$ cat src/rtl/proc_defs.svh
`ifndef PROC_DEFS_SVH
`define PROC_DEFS_SVH

// Data and address width
`define PROC_XLEN 32
`define PROC_NREGS 32

// Opcodes in bits 31:26
`define PROC_OP_RTYPE 6'h00
`define PROC_OP_ADDI 6'h08
`define PROC_OP_LW 6'h23
`define PROC_OP_SW 6'h2b
`define PROC_OP_BEQ 6'h04
`define PROC_OP_HALT 6'h3f

// R-type functions in bits 3:0
`define PROC_FN_ADD 4'h0
`define PROC_FN_SUB 4'h2
`define PROC_FN_AND 4'h4
`define PROC_FN_OR 4'h5
`define PROC_FN_XOR 4'h6
`define PROC_FN_SLT 4'ha

`endif

$ cat src/rtl/proc_pkg.sv
`default_nettype none

`include "proc_defs.svh"

package proc_pkg;

   localparam int unsigned REG_AW = $clog2(`PROC_NREGS);

   typedef enum logic [2:0] {
      ALU_ADD,
      ALU_SUB,
      ALU_AND,
      ALU_OR,
      ALU_XOR,
      ALU_SLT
   } alu_op_e;

   typedef enum logic {
      WB_ALU,
      WB_MEM
   } wb_sel_e;

   // Operand source for execute
   typedef enum logic [1:0] {
      FWD_REG,
      FWD_MEM,
      FWD_WB
   } fwd_sel_e;

   typedef struct packed {
      alu_op_e           alu_op;
      logic              use_imm;
      logic              mem_rd;
      logic              mem_wr;
      logic              is_branch;
      logic              is_halt;
      wb_sel_e           wb_sel;
      logic              reg_wr;
      logic [REG_AW-1:0] rd;
   } ctrl_t;

   typedef struct packed {
      logic [`PROC_XLEN-1:0] instr;
      logic [`PROC_XLEN-1:0] pc_plus4;
   } if_id_t;

   typedef struct packed {
      ctrl_t                 ctrl;
      logic [REG_AW-1:0]     rs;
      logic [REG_AW-1:0]     rt;
      logic [`PROC_XLEN-1:0] op_a;
      logic [`PROC_XLEN-1:0] op_b;
      logic [`PROC_XLEN-1:0] imm;
      logic [`PROC_XLEN-1:0] pc_plus4;
   } id_ex_t;

   typedef struct packed {
      ctrl_t                 ctrl;
      logic [`PROC_XLEN-1:0] alu_res;
      logic [`PROC_XLEN-1:0] store_data;
      logic [`PROC_XLEN-1:0] br_target;
      logic                  equal;
   } ex_mem_t;

   typedef struct packed {
      ctrl_t                 ctrl;
      logic [`PROC_XLEN-1:0] alu_res;
      logic [`PROC_XLEN-1:0] load_data;
   } mem_wb_t;

   // Register file write port
   typedef struct packed {
      logic                  we;
      logic [REG_AW-1:0]     rd;
      logic [`PROC_XLEN-1:0] data;
   } wb_t;

   typedef struct packed {
      logic                  en;
      logic                  wr;
      logic [`PROC_XLEN-1:0] addr;
      logic [`PROC_XLEN-1:0] wdata;
   } mem_req_t;

endpackage

`default_nettype wire

$ cat src/rtl/decode.sv
`timescale 1ns/1ps
`default_nettype none

`include "proc_defs.svh"

module decode (
   input  logic                          clk,
   input  logic                          arst_n,
   input  proc_pkg::if_id_t              if_id,
   input  logic                          flush,
   input  logic                          bubble,
   input  proc_pkg::wb_t                 wb,
   output proc_pkg::id_ex_t              id_ex,
   output logic [proc_pkg::REG_AW-1:0]   rs,
   output logic [proc_pkg::REG_AW-1:0]   rt,
   output logic                          reg2_used
);

   import proc_pkg::*;

   logic [5:0]            opcode;
   logic [3:0]            funct;
   logic [REG_AW-1:0]     rd_field;
   logic [`PROC_XLEN-1:0] imm;
   logic [`PROC_XLEN-1:0] rdata_a;
   logic [`PROC_XLEN-1:0] rdata_b;
   ctrl_t                 ctrl;

   logic [`PROC_XLEN-1:0] regs [`PROC_NREGS];

   assign opcode   = if_id.instr[31:26];
   assign funct    = if_id.instr[3:0];
   assign rs       = if_id.instr[25:21];
   assign rt       = if_id.instr[20:16];
   assign rd_field = if_id.instr[15:11];
   assign imm      = {{(`PROC_XLEN-16){if_id.instr[15]}}, if_id.instr[15:0]};

   always_comb begin
      ctrl        = '0;
      ctrl.alu_op = ALU_ADD;
      ctrl.wb_sel = WB_ALU;
      reg2_used   = 1'b0;
      case (opcode)
         `PROC_OP_RTYPE: begin
            reg2_used   = 1'b1;
            ctrl.reg_wr = 1'b1;
            ctrl.rd     = rd_field;
            case (funct)
               `PROC_FN_ADD: ctrl.alu_op = ALU_ADD;
               `PROC_FN_SUB: ctrl.alu_op = ALU_SUB;
               `PROC_FN_AND: ctrl.alu_op = ALU_AND;
               `PROC_FN_OR:  ctrl.alu_op = ALU_OR;
               `PROC_FN_XOR: ctrl.alu_op = ALU_XOR;
               `PROC_FN_SLT: ctrl.alu_op = ALU_SLT;
               default:      ctrl.reg_wr = 1'b0;
            endcase
         end
         `PROC_OP_ADDI: begin
            ctrl.use_imm = 1'b1;
            ctrl.reg_wr  = 1'b1;
            ctrl.rd      = rt;
         end
         `PROC_OP_LW: begin
            ctrl.use_imm = 1'b1;
            ctrl.mem_rd  = 1'b1;
            ctrl.wb_sel  = WB_MEM;
            ctrl.reg_wr  = 1'b1;
            ctrl.rd      = rt;
         end
         `PROC_OP_SW: begin
            reg2_used    = 1'b1;
            ctrl.use_imm = 1'b1;
            ctrl.mem_wr  = 1'b1;
         end
         `PROC_OP_BEQ: begin
            reg2_used      = 1'b1;
            ctrl.is_branch = 1'b1;
         end
         `PROC_OP_HALT: ctrl.is_halt = 1'b1;
         default: ;
      endcase
      // Writes to r0 are dropped so r0 is never a forwarding source
      if (ctrl.rd == '0) begin
         ctrl.reg_wr = 1'b0;
      end
   end

   always_ff @(posedge clk) begin
      if (wb.we && wb.rd != '0) begin
         regs[wb.rd] <= wb.data;
      end
   end

   // Write-through covers the writeback in the same cycle
   assign rdata_a = (rs == '0) ? '0 :
                    (wb.we && wb.rd == rs) ? wb.data : regs[rs];
   assign rdata_b = (rt == '0) ? '0 :
                    (wb.we && wb.rd == rt) ? wb.data : regs[rt];

   always_ff @(posedge clk or negedge arst_n) begin
      if (!arst_n) begin
         id_ex <= '0;
      end else if (flush || bubble) begin
         id_ex <= '0;
      end else begin
         id_ex.ctrl     <= ctrl;
         id_ex.rs       <= rs;
         id_ex.rt       <= rt;
         id_ex.op_a     <= rdata_a;
         id_ex.op_b     <= rdata_b;
         id_ex.imm      <= imm;
         id_ex.pc_plus4 <= if_id.pc_plus4;
      end
   end

endmodule

`default_nettype wire

$ cat src/rtl/execute.sv
`timescale 1ns/1ps
`default_nettype none

`include "proc_defs.svh"

module execute (
   input  logic                  clk,
   input  logic                  arst_n,
   input  proc_pkg::id_ex_t      id_ex,
   input  proc_pkg::fwd_sel_e    fwd_a,
   input  proc_pkg::fwd_sel_e    fwd_b,
   input  logic [`PROC_XLEN-1:0] mem_fwd_data,
   input  logic [`PROC_XLEN-1:0] wb_fwd_data,
   input  logic                  flush,
   output proc_pkg::ex_mem_t     ex_mem
);

   import proc_pkg::*;

   logic [`PROC_XLEN-1:0] op_a;
   logic [`PROC_XLEN-1:0] op_b;
   logic [`PROC_XLEN-1:0] alu_b;
   logic [`PROC_XLEN-1:0] alu_res;
   logic [`PROC_XLEN-1:0] br_target;

   // Forwarding muxes
   always_comb begin
      case (fwd_a)
         FWD_MEM: op_a = mem_fwd_data;
         FWD_WB:  op_a = wb_fwd_data;
         default: op_a = id_ex.op_a;
      endcase
      case (fwd_b)
         FWD_MEM: op_b = mem_fwd_data;
         FWD_WB:  op_b = wb_fwd_data;
         default: op_b = id_ex.op_b;
      endcase
   end

   assign alu_b = id_ex.ctrl.use_imm ? id_ex.imm : op_b;

   always_comb begin
      case (id_ex.ctrl.alu_op)
         ALU_SUB: alu_res = op_a - alu_b;
         ALU_AND: alu_res = op_a & alu_b;
         ALU_OR:  alu_res = op_a | alu_b;
         ALU_XOR: alu_res = op_a ^ alu_b;
         ALU_SLT: alu_res = {{(`PROC_XLEN-1){1'b0}}, $signed(op_a) < $signed(alu_b)};
         default: alu_res = op_a + alu_b;
      endcase
   end

   // Word offset relative to the next instruction
   assign br_target = id_ex.pc_plus4 + {id_ex.imm[`PROC_XLEN-3:0], 2'b00};

   always_ff @(posedge clk or negedge arst_n) begin
      if (!arst_n) begin
         ex_mem <= '0;
      end else begin
         ex_mem.ctrl       <= flush ? '0 : id_ex.ctrl;
         ex_mem.alu_res    <= alu_res;
         ex_mem.store_data <= op_b;
         ex_mem.br_target  <= br_target;
         ex_mem.equal      <= (op_a == op_b);
      end
   end

endmodule

`default_nettype wire

$ cat src/rtl/fetch.sv
`timescale 1ns/1ps
`default_nettype none

`include "proc_defs.svh"

module fetch (
   input  logic                  clk,
   input  logic                  arst_n,
   input  logic                  stall,
   input  logic                  take_branch,
   input  logic [`PROC_XLEN-1:0] branch_target,
   input  logic [`PROC_XLEN-1:0] instr,
   output logic [`PROC_XLEN-1:0] instr_addr,
   output proc_pkg::if_id_t      if_id
);

   logic [`PROC_XLEN-1:0] pc_q;
   logic [`PROC_XLEN-1:0] pc_plus4;
   logic                  freeze_q;
   logic                  fetch_halt;

   assign pc_plus4   = pc_q + `PROC_XLEN'd4;
   assign fetch_halt = (instr[31:26] == `PROC_OP_HALT);
   assign instr_addr = pc_q;

   always_ff @(posedge clk or negedge arst_n) begin
      if (!arst_n) begin
         pc_q     <= '0;
         freeze_q <= 1'b0;
         if_id    <= '0;
      end else if (take_branch) begin
         // Redirect also releases a halt fetched in the branch shadow
         pc_q     <= branch_target;
         freeze_q <= 1'b0;
         if_id    <= '0;
      end else if (!stall) begin
         if (freeze_q) begin
            if_id <= '0;
         end else begin
            // PC parks on the halt
            pc_q           <= fetch_halt ? pc_q : pc_plus4;
            freeze_q       <= fetch_halt;
            if_id.instr    <= instr;
            if_id.pc_plus4 <= pc_plus4;
         end
      end
   end

endmodule

`default_nettype wire

$ cat src/rtl/hazard_detect.sv
`timescale 1ns/1ps
`default_nettype none

module hazard_detect (
   input  logic [proc_pkg::REG_AW-1:0] id_rs,
   input  logic [proc_pkg::REG_AW-1:0] id_rt,
   input  logic                        id_reg2_used,
   input  proc_pkg::id_ex_t            id_ex,
   input  proc_pkg::ex_mem_t           ex_mem,
   input  proc_pkg::wb_t               wb,
   output logic                        stall,
   output proc_pkg::fwd_sel_e          fwd_a,
   output proc_pkg::fwd_sel_e          fwd_b
);

   import proc_pkg::*;

   // Memory stage wins over writeback and r0 never forwards
   function automatic fwd_sel_e pick_src(input logic [REG_AW-1:0] src);
      if (ex_mem.ctrl.reg_wr && ex_mem.ctrl.rd != '0 && ex_mem.ctrl.rd == src) begin
         return FWD_MEM;
      end else if (wb.we && wb.rd != '0 && wb.rd == src) begin
         return FWD_WB;
      end
      return FWD_REG;
   endfunction

   // Load in execute feeding the instruction in decode
   assign stall = id_ex.ctrl.mem_rd && id_ex.ctrl.rd != '0 &&
                  (id_ex.ctrl.rd == id_rs || (id_reg2_used && id_ex.ctrl.rd == id_rt));

   always_comb begin
      fwd_a = pick_src(id_ex.rs);
      fwd_b = pick_src(id_ex.rt);
   end

endmodule

`default_nettype wire

$ cat src/rtl/proc.sv
`timescale 1ns/1ps
`default_nettype none

`include "proc_defs.svh"

module proc (
   input  logic                  clk,
   input  logic                  arst_n,
   input  logic [`PROC_XLEN-1:0] instr,
   input  logic [`PROC_XLEN-1:0] data_rdata,
   output logic [`PROC_XLEN-1:0] instr_addr,
   output proc_pkg::mem_req_t    data_req,
   output logic                  halted
);

   import proc_pkg::*;

   if_id_t                if_id;
   id_ex_t                id_ex;
   ex_mem_t               ex_mem;
   wb_t                   wb;
   logic                  stall;
   logic                  take_branch;
   logic [`PROC_XLEN-1:0] branch_target;
   logic [REG_AW-1:0]     id_rs;
   logic [REG_AW-1:0]     id_rt;
   logic                  id_reg2_used;
   fwd_sel_e              fwd_a;
   fwd_sel_e              fwd_b;

   fetch u_fetch (
      .clk           (clk),
      .arst_n        (arst_n),
      .stall         (stall),
      .take_branch   (take_branch),
      .branch_target (branch_target),
      .instr         (instr),
      .instr_addr    (instr_addr),
      .if_id         (if_id)
   );

   // Stall turns the decode slot into a bubble while fetch holds
   decode u_decode (
      .clk       (clk),
      .arst_n    (arst_n),
      .if_id     (if_id),
      .flush     (take_branch),
      .bubble    (stall),
      .wb        (wb),
      .id_ex     (id_ex),
      .rs        (id_rs),
      .rt        (id_rt),
      .reg2_used (id_reg2_used)
   );

   execute u_execute (
      .clk          (clk),
      .arst_n       (arst_n),
      .id_ex        (id_ex),
      .fwd_a        (fwd_a),
      .fwd_b        (fwd_b),
      .mem_fwd_data (ex_mem.alu_res),
      .wb_fwd_data  (wb.data),
      .flush        (take_branch),
      .ex_mem       (ex_mem)
   );

   result u_result (
      .clk           (clk),
      .arst_n        (arst_n),
      .ex_mem        (ex_mem),
      .data_rdata    (data_rdata),
      .data_req      (data_req),
      .take_branch   (take_branch),
      .branch_target (branch_target),
      .wb            (wb),
      .halted        (halted)
   );

   hazard_detect u_hazard_detect (
      .id_rs        (id_rs),
      .id_rt        (id_rt),
      .id_reg2_used (id_reg2_used),
      .id_ex        (id_ex),
      .ex_mem       (ex_mem),
      .wb           (wb),
      .stall        (stall),
      .fwd_a        (fwd_a),
      .fwd_b        (fwd_b)
   );

endmodule

`default_nettype wire

$ cat src/rtl/result.sv
`timescale 1ns/1ps
`default_nettype none

`include "proc_defs.svh"

module result (
   input  logic                  clk,
   input  logic                  arst_n,
   input  proc_pkg::ex_mem_t     ex_mem,
   input  logic [`PROC_XLEN-1:0] data_rdata,
   output proc_pkg::mem_req_t    data_req,
   output logic                  take_branch,
   output logic [`PROC_XLEN-1:0] branch_target,
   output proc_pkg::wb_t         wb,
   output logic                  halted
);

   import proc_pkg::*;

   mem_wb_t mem_wb_q;
   logic    halt_seen_q;

   // Single-cycle data memory, address from the ALU
   always_comb begin
      data_req.en    = ex_mem.ctrl.mem_rd | ex_mem.ctrl.mem_wr;
      data_req.wr    = ex_mem.ctrl.mem_wr;
      data_req.addr  = ex_mem.alu_res;
      data_req.wdata = ex_mem.store_data;
   end

   // beq resolves here
   assign take_branch   = ex_mem.ctrl.is_branch & ex_mem.equal;
   assign branch_target = ex_mem.br_target;

   always_ff @(posedge clk or negedge arst_n) begin
      if (!arst_n) begin
         mem_wb_q <= '0;
      end else begin
         mem_wb_q.ctrl      <= ex_mem.ctrl;
         mem_wb_q.alu_res   <= ex_mem.alu_res;
         mem_wb_q.load_data <= data_rdata;
      end
   end

   always_comb begin
      wb.we   = mem_wb_q.ctrl.reg_wr;
      wb.rd   = mem_wb_q.ctrl.rd;
      wb.data = (mem_wb_q.ctrl.wb_sel == WB_MEM) ? mem_wb_q.load_data : mem_wb_q.alu_res;
   end

   // Sticky once the halt is in writeback
   always_ff @(posedge clk or negedge arst_n) begin
      if (!arst_n) begin
         halt_seen_q <= 1'b0;
      end else if (mem_wb_q.ctrl.is_halt) begin
         halt_seen_q <= 1'b1;
      end
   end

   assign halted = halt_seen_q | mem_wb_q.ctrl.is_halt;

endmodule

`default_nettype wire

$ cat config.mk
export PLATFORM = sky130hd
export DESIGN_NAME = proc
export DESIGN_NICKNAME = d
export VERILOG_FILES = /design/src/rtl/proc_pkg.sv /design/src/rtl/decode.sv /design/src/rtl/execute.sv /design/src/rtl/fetch.sv /design/src/rtl/hazard_detect.sv /design/src/rtl/proc.sv /design/src/rtl/result.sv
export VERILOG_INCLUDE_DIRS = /design/src /design/src/rtl
export SDC_FILE = /design/constraint.sdc
export NUM_CORES = 2
export LEC_CHECK = 0
export ABC_AREA = 0
export BUFFER_PORTS_ARGS = -buffer_cell sky130_fd_sc_hd__buf_2
export CORE_ASPECT_RATIO = 1.75
export CORE_MARGIN = 3
export CORE_UTILIZATION = 58
export DETAILED_ROUTE_END_ITERATION = 7
export MAX_ROUTING_LAYER = met4
export PLACE_DENSITY = 0.77
export SLEW_MARGIN = 20
export SYNTH_ARGS = -nofsm -noshare
export SYNTH_HDL_FRONTEND = slang
export SYNTH_HIERARCHICAL = 1
export SYNTH_SLANG_ARGS = --single-unit
$ cat constraint.sdc
create_clock -name clk -period 7.8 [get_ports clk]
set_input_delay 1.56 -clock clk [delete_from_list [all_inputs] [get_ports clk]]
set_output_delay 1.56 -clock clk [all_outputs]
set_load 0.005 [all_outputs]
==> results.md <==
- Status: finished, final reports clean
- Area of the multi-input gates: 28000 um2
- CTS resizes: 0
- Worst EP required: 8.47 ns
- HPWL Detailed: 151 mm
- Register area: 41100 um2
- Maximum VDD drop: 0.457 mV
- Sink of the worst hold path: u_result/mem_wb_q[70]
- Crit path time final: 6.30 ns
- R2R Path End: u_execute/ex_mem[83]
- Routed Antenna Nets: 0
- Slew Viols, Final: 0
- Share of layout cells above drive strength 1: 0.226
- Clk pin slew, worst setup/hold paths: 0.07 ns
- P&R area growth vs syn: 8.54%
- Reg2reg path depth: 19
- Clock latency on the worst-skew pair: 0.79 ns
- CTS tree: built
- Crit Path Category: reg2reg
- Initial DRC count: 7570
- Flop2flop setup slack: 1.50 ns
- Total gr overflow: 0
- Period utilisation layout: 0.808
- Vias in the first global route: 49.6k
- GPL Wtd Cong: 1.00
- TritonCTS Buffers: 130
- DRT Wirelength: 244 mm
- Boundary pin count: 165
- Die Height: 472 um
- Hold Startpoint: u_execute/ex_mem[103]
- Pin count of the biggest net entering global routing: 139
- Number of H-tree levels: 4
- Die span in x: 272 um
- Setup TNS: 0 ns
- Root Driver: clkbuf_16
- Critical path peak fanout: 32
- Via Count: 49.1k
- Slew headroom: 0.213
- Final Hold Fails: 0
- Syn Inst Count: 5017
- Type of the most critical hold path: reg2reg
- DR WL/cell: 36.1 um
- Buffers inserted by post-CTS timing repair: 0
- # DRC: 0
- Filler cells: 8623
- Nature of the critical path endpoint: flop
- Fmax: 159 MHz
- Most common cell after layout, fill and taps aside: edfxtp_1
- Initial antenna violation count: 17
- Final Net Count: 5200
- Core Area: 123000 um2
- Most frequent cells in the layout: edfxtp_1, mux4_2, dfrtp_1
- GR Util All Layers: 0.393
- Pre-antenna DRT Iters: 8
- Final setup skew: 0.0329 ns
- # rows: 170
- PD cells: 329 nW/um2
- Crit path launch type: flop
- Final setup vio count: 0
- Reg2reg start: u_execute/ex_mem[99]
- CTS sink count: 1438
- Max Cap Viol: 0
- Starting density of the core: 0.585
- Hold path depth: 0
- CP arrival: 6.97 ns
- Worst-margin pin slew: 1.18 ns
- Place WS: 1.62 ns
- IO Port Bufs: 164
- First-pass GRT wire length: 349 mm
- Syn avg cell area: 14.3 um2
- Vias per cell: 7.27
- Worst Setup SP: u_execute/ex_mem[99]
- Yosys warns: 6
- Leakage: 27.5 nW
- RSZ-0062 raised after global routing: no
- Final hold slack: 0.351 ns
- Hold_buf cts: 0
- Synthesized area: 72000 um2
- Die area: 129000 um2
- Final worst slack: 1.50 ns
- Max clock buf depth: 3
[power breakdown]
part	leakage, nW	switching [mW]	total (mW)	internal (mW)
clock network	2.14	2.95	6.72	3.76
registers	14.5	0.641	10.3	9.64
logic	10.9	5.79	8.72	2.93
[worst max-delay path, stage by stage, from the launching register on]
cell      delay [ns]
dfrtp_1         0.45
or4_1           0.55
o21ai_2         0.19
nor4_1          0.13
nor4_2          0.34
ha_2            0.67
a22oi_1         0.18
o21a_1          0.21
o21ai_0         0.26
ha_1            0.42
nor2b_1         0.20
o21a_1          0.18
o21ai_1         0.24
a21boi_1        0.19
o211ai_1        0.64
nand2_1         0.28
a31oi_1         0.43
mux2_2          0.38
a21oi_1         0.14
o211ai_1        0.10
[layer usage]
layer,part of all wire,up-vias,global-route usage,wire (um)
met4,0.10,0,0.316,25400
met1,0.30,24400,0.432,73800
met5,0,-,-,0
met2,0.47,4016,0.608,115000
met3,0.12,1275,0.102,29000
li1,-,19400,-,-
[cell type report]
| cell class | instances | area share |
|---|---|---|
| antenna | 14 | 0.000449 |
| clock buffer | 167 | 0.0461 |
| clock inverter | 71 | 0.0104 |
| inverter | 165 | 0.00793 |
| multi-input combinational | 2978 | 0.359 |
| sequential | 1438 | 0.527 |
| tap | 1634 | 0.0262 |
| timing repair buffer | 288 | 0.0235 |
[flip-flops by register name (all words and copies together), names as in the netlist]
signal                cells
u_fetch/if_id            64
u_fetch/instr_addr       32
u_result/mem_wb_q        66
u_decode/id_ex          136
u_result/halt_seen_q      1
u_result/wb               6
u_fetch/freeze_q          1
u_decode/regs          1024
u_execute/ex_mem        108
[through the flow]
step                std cells  power, mW  instance area (um2)   util
floorplan                5048       15.8                72100      -
global placement         6501       18.7                73600  0.599
detailed placement       6502       18.8                73700  0.599
CTS                      6740       25.4                78100  0.635
global route             6754       26.5                78100  0.635
finish                   6755       25.7                78100  0.635
[how the worst max path moves through the flow]
stage / end / slack, ns / cells after the start
global route: u_execute/ex_mem[83] / 1.09 / 20
global placement: u_execute/ex_mem[83] / 1.63 / 20
detailed placement: u_execute/ex_mem[89] / 1.62 / 21
finish: u_execute/ex_mem[83] / 1.50 / 19
floorplan: u_execute/ex_mem[93] / 2.73 / 23
CTS: u_execute/ex_mem[89] / 1.63 / 21
Note: power is estimated with default switching activity, not from simulation.
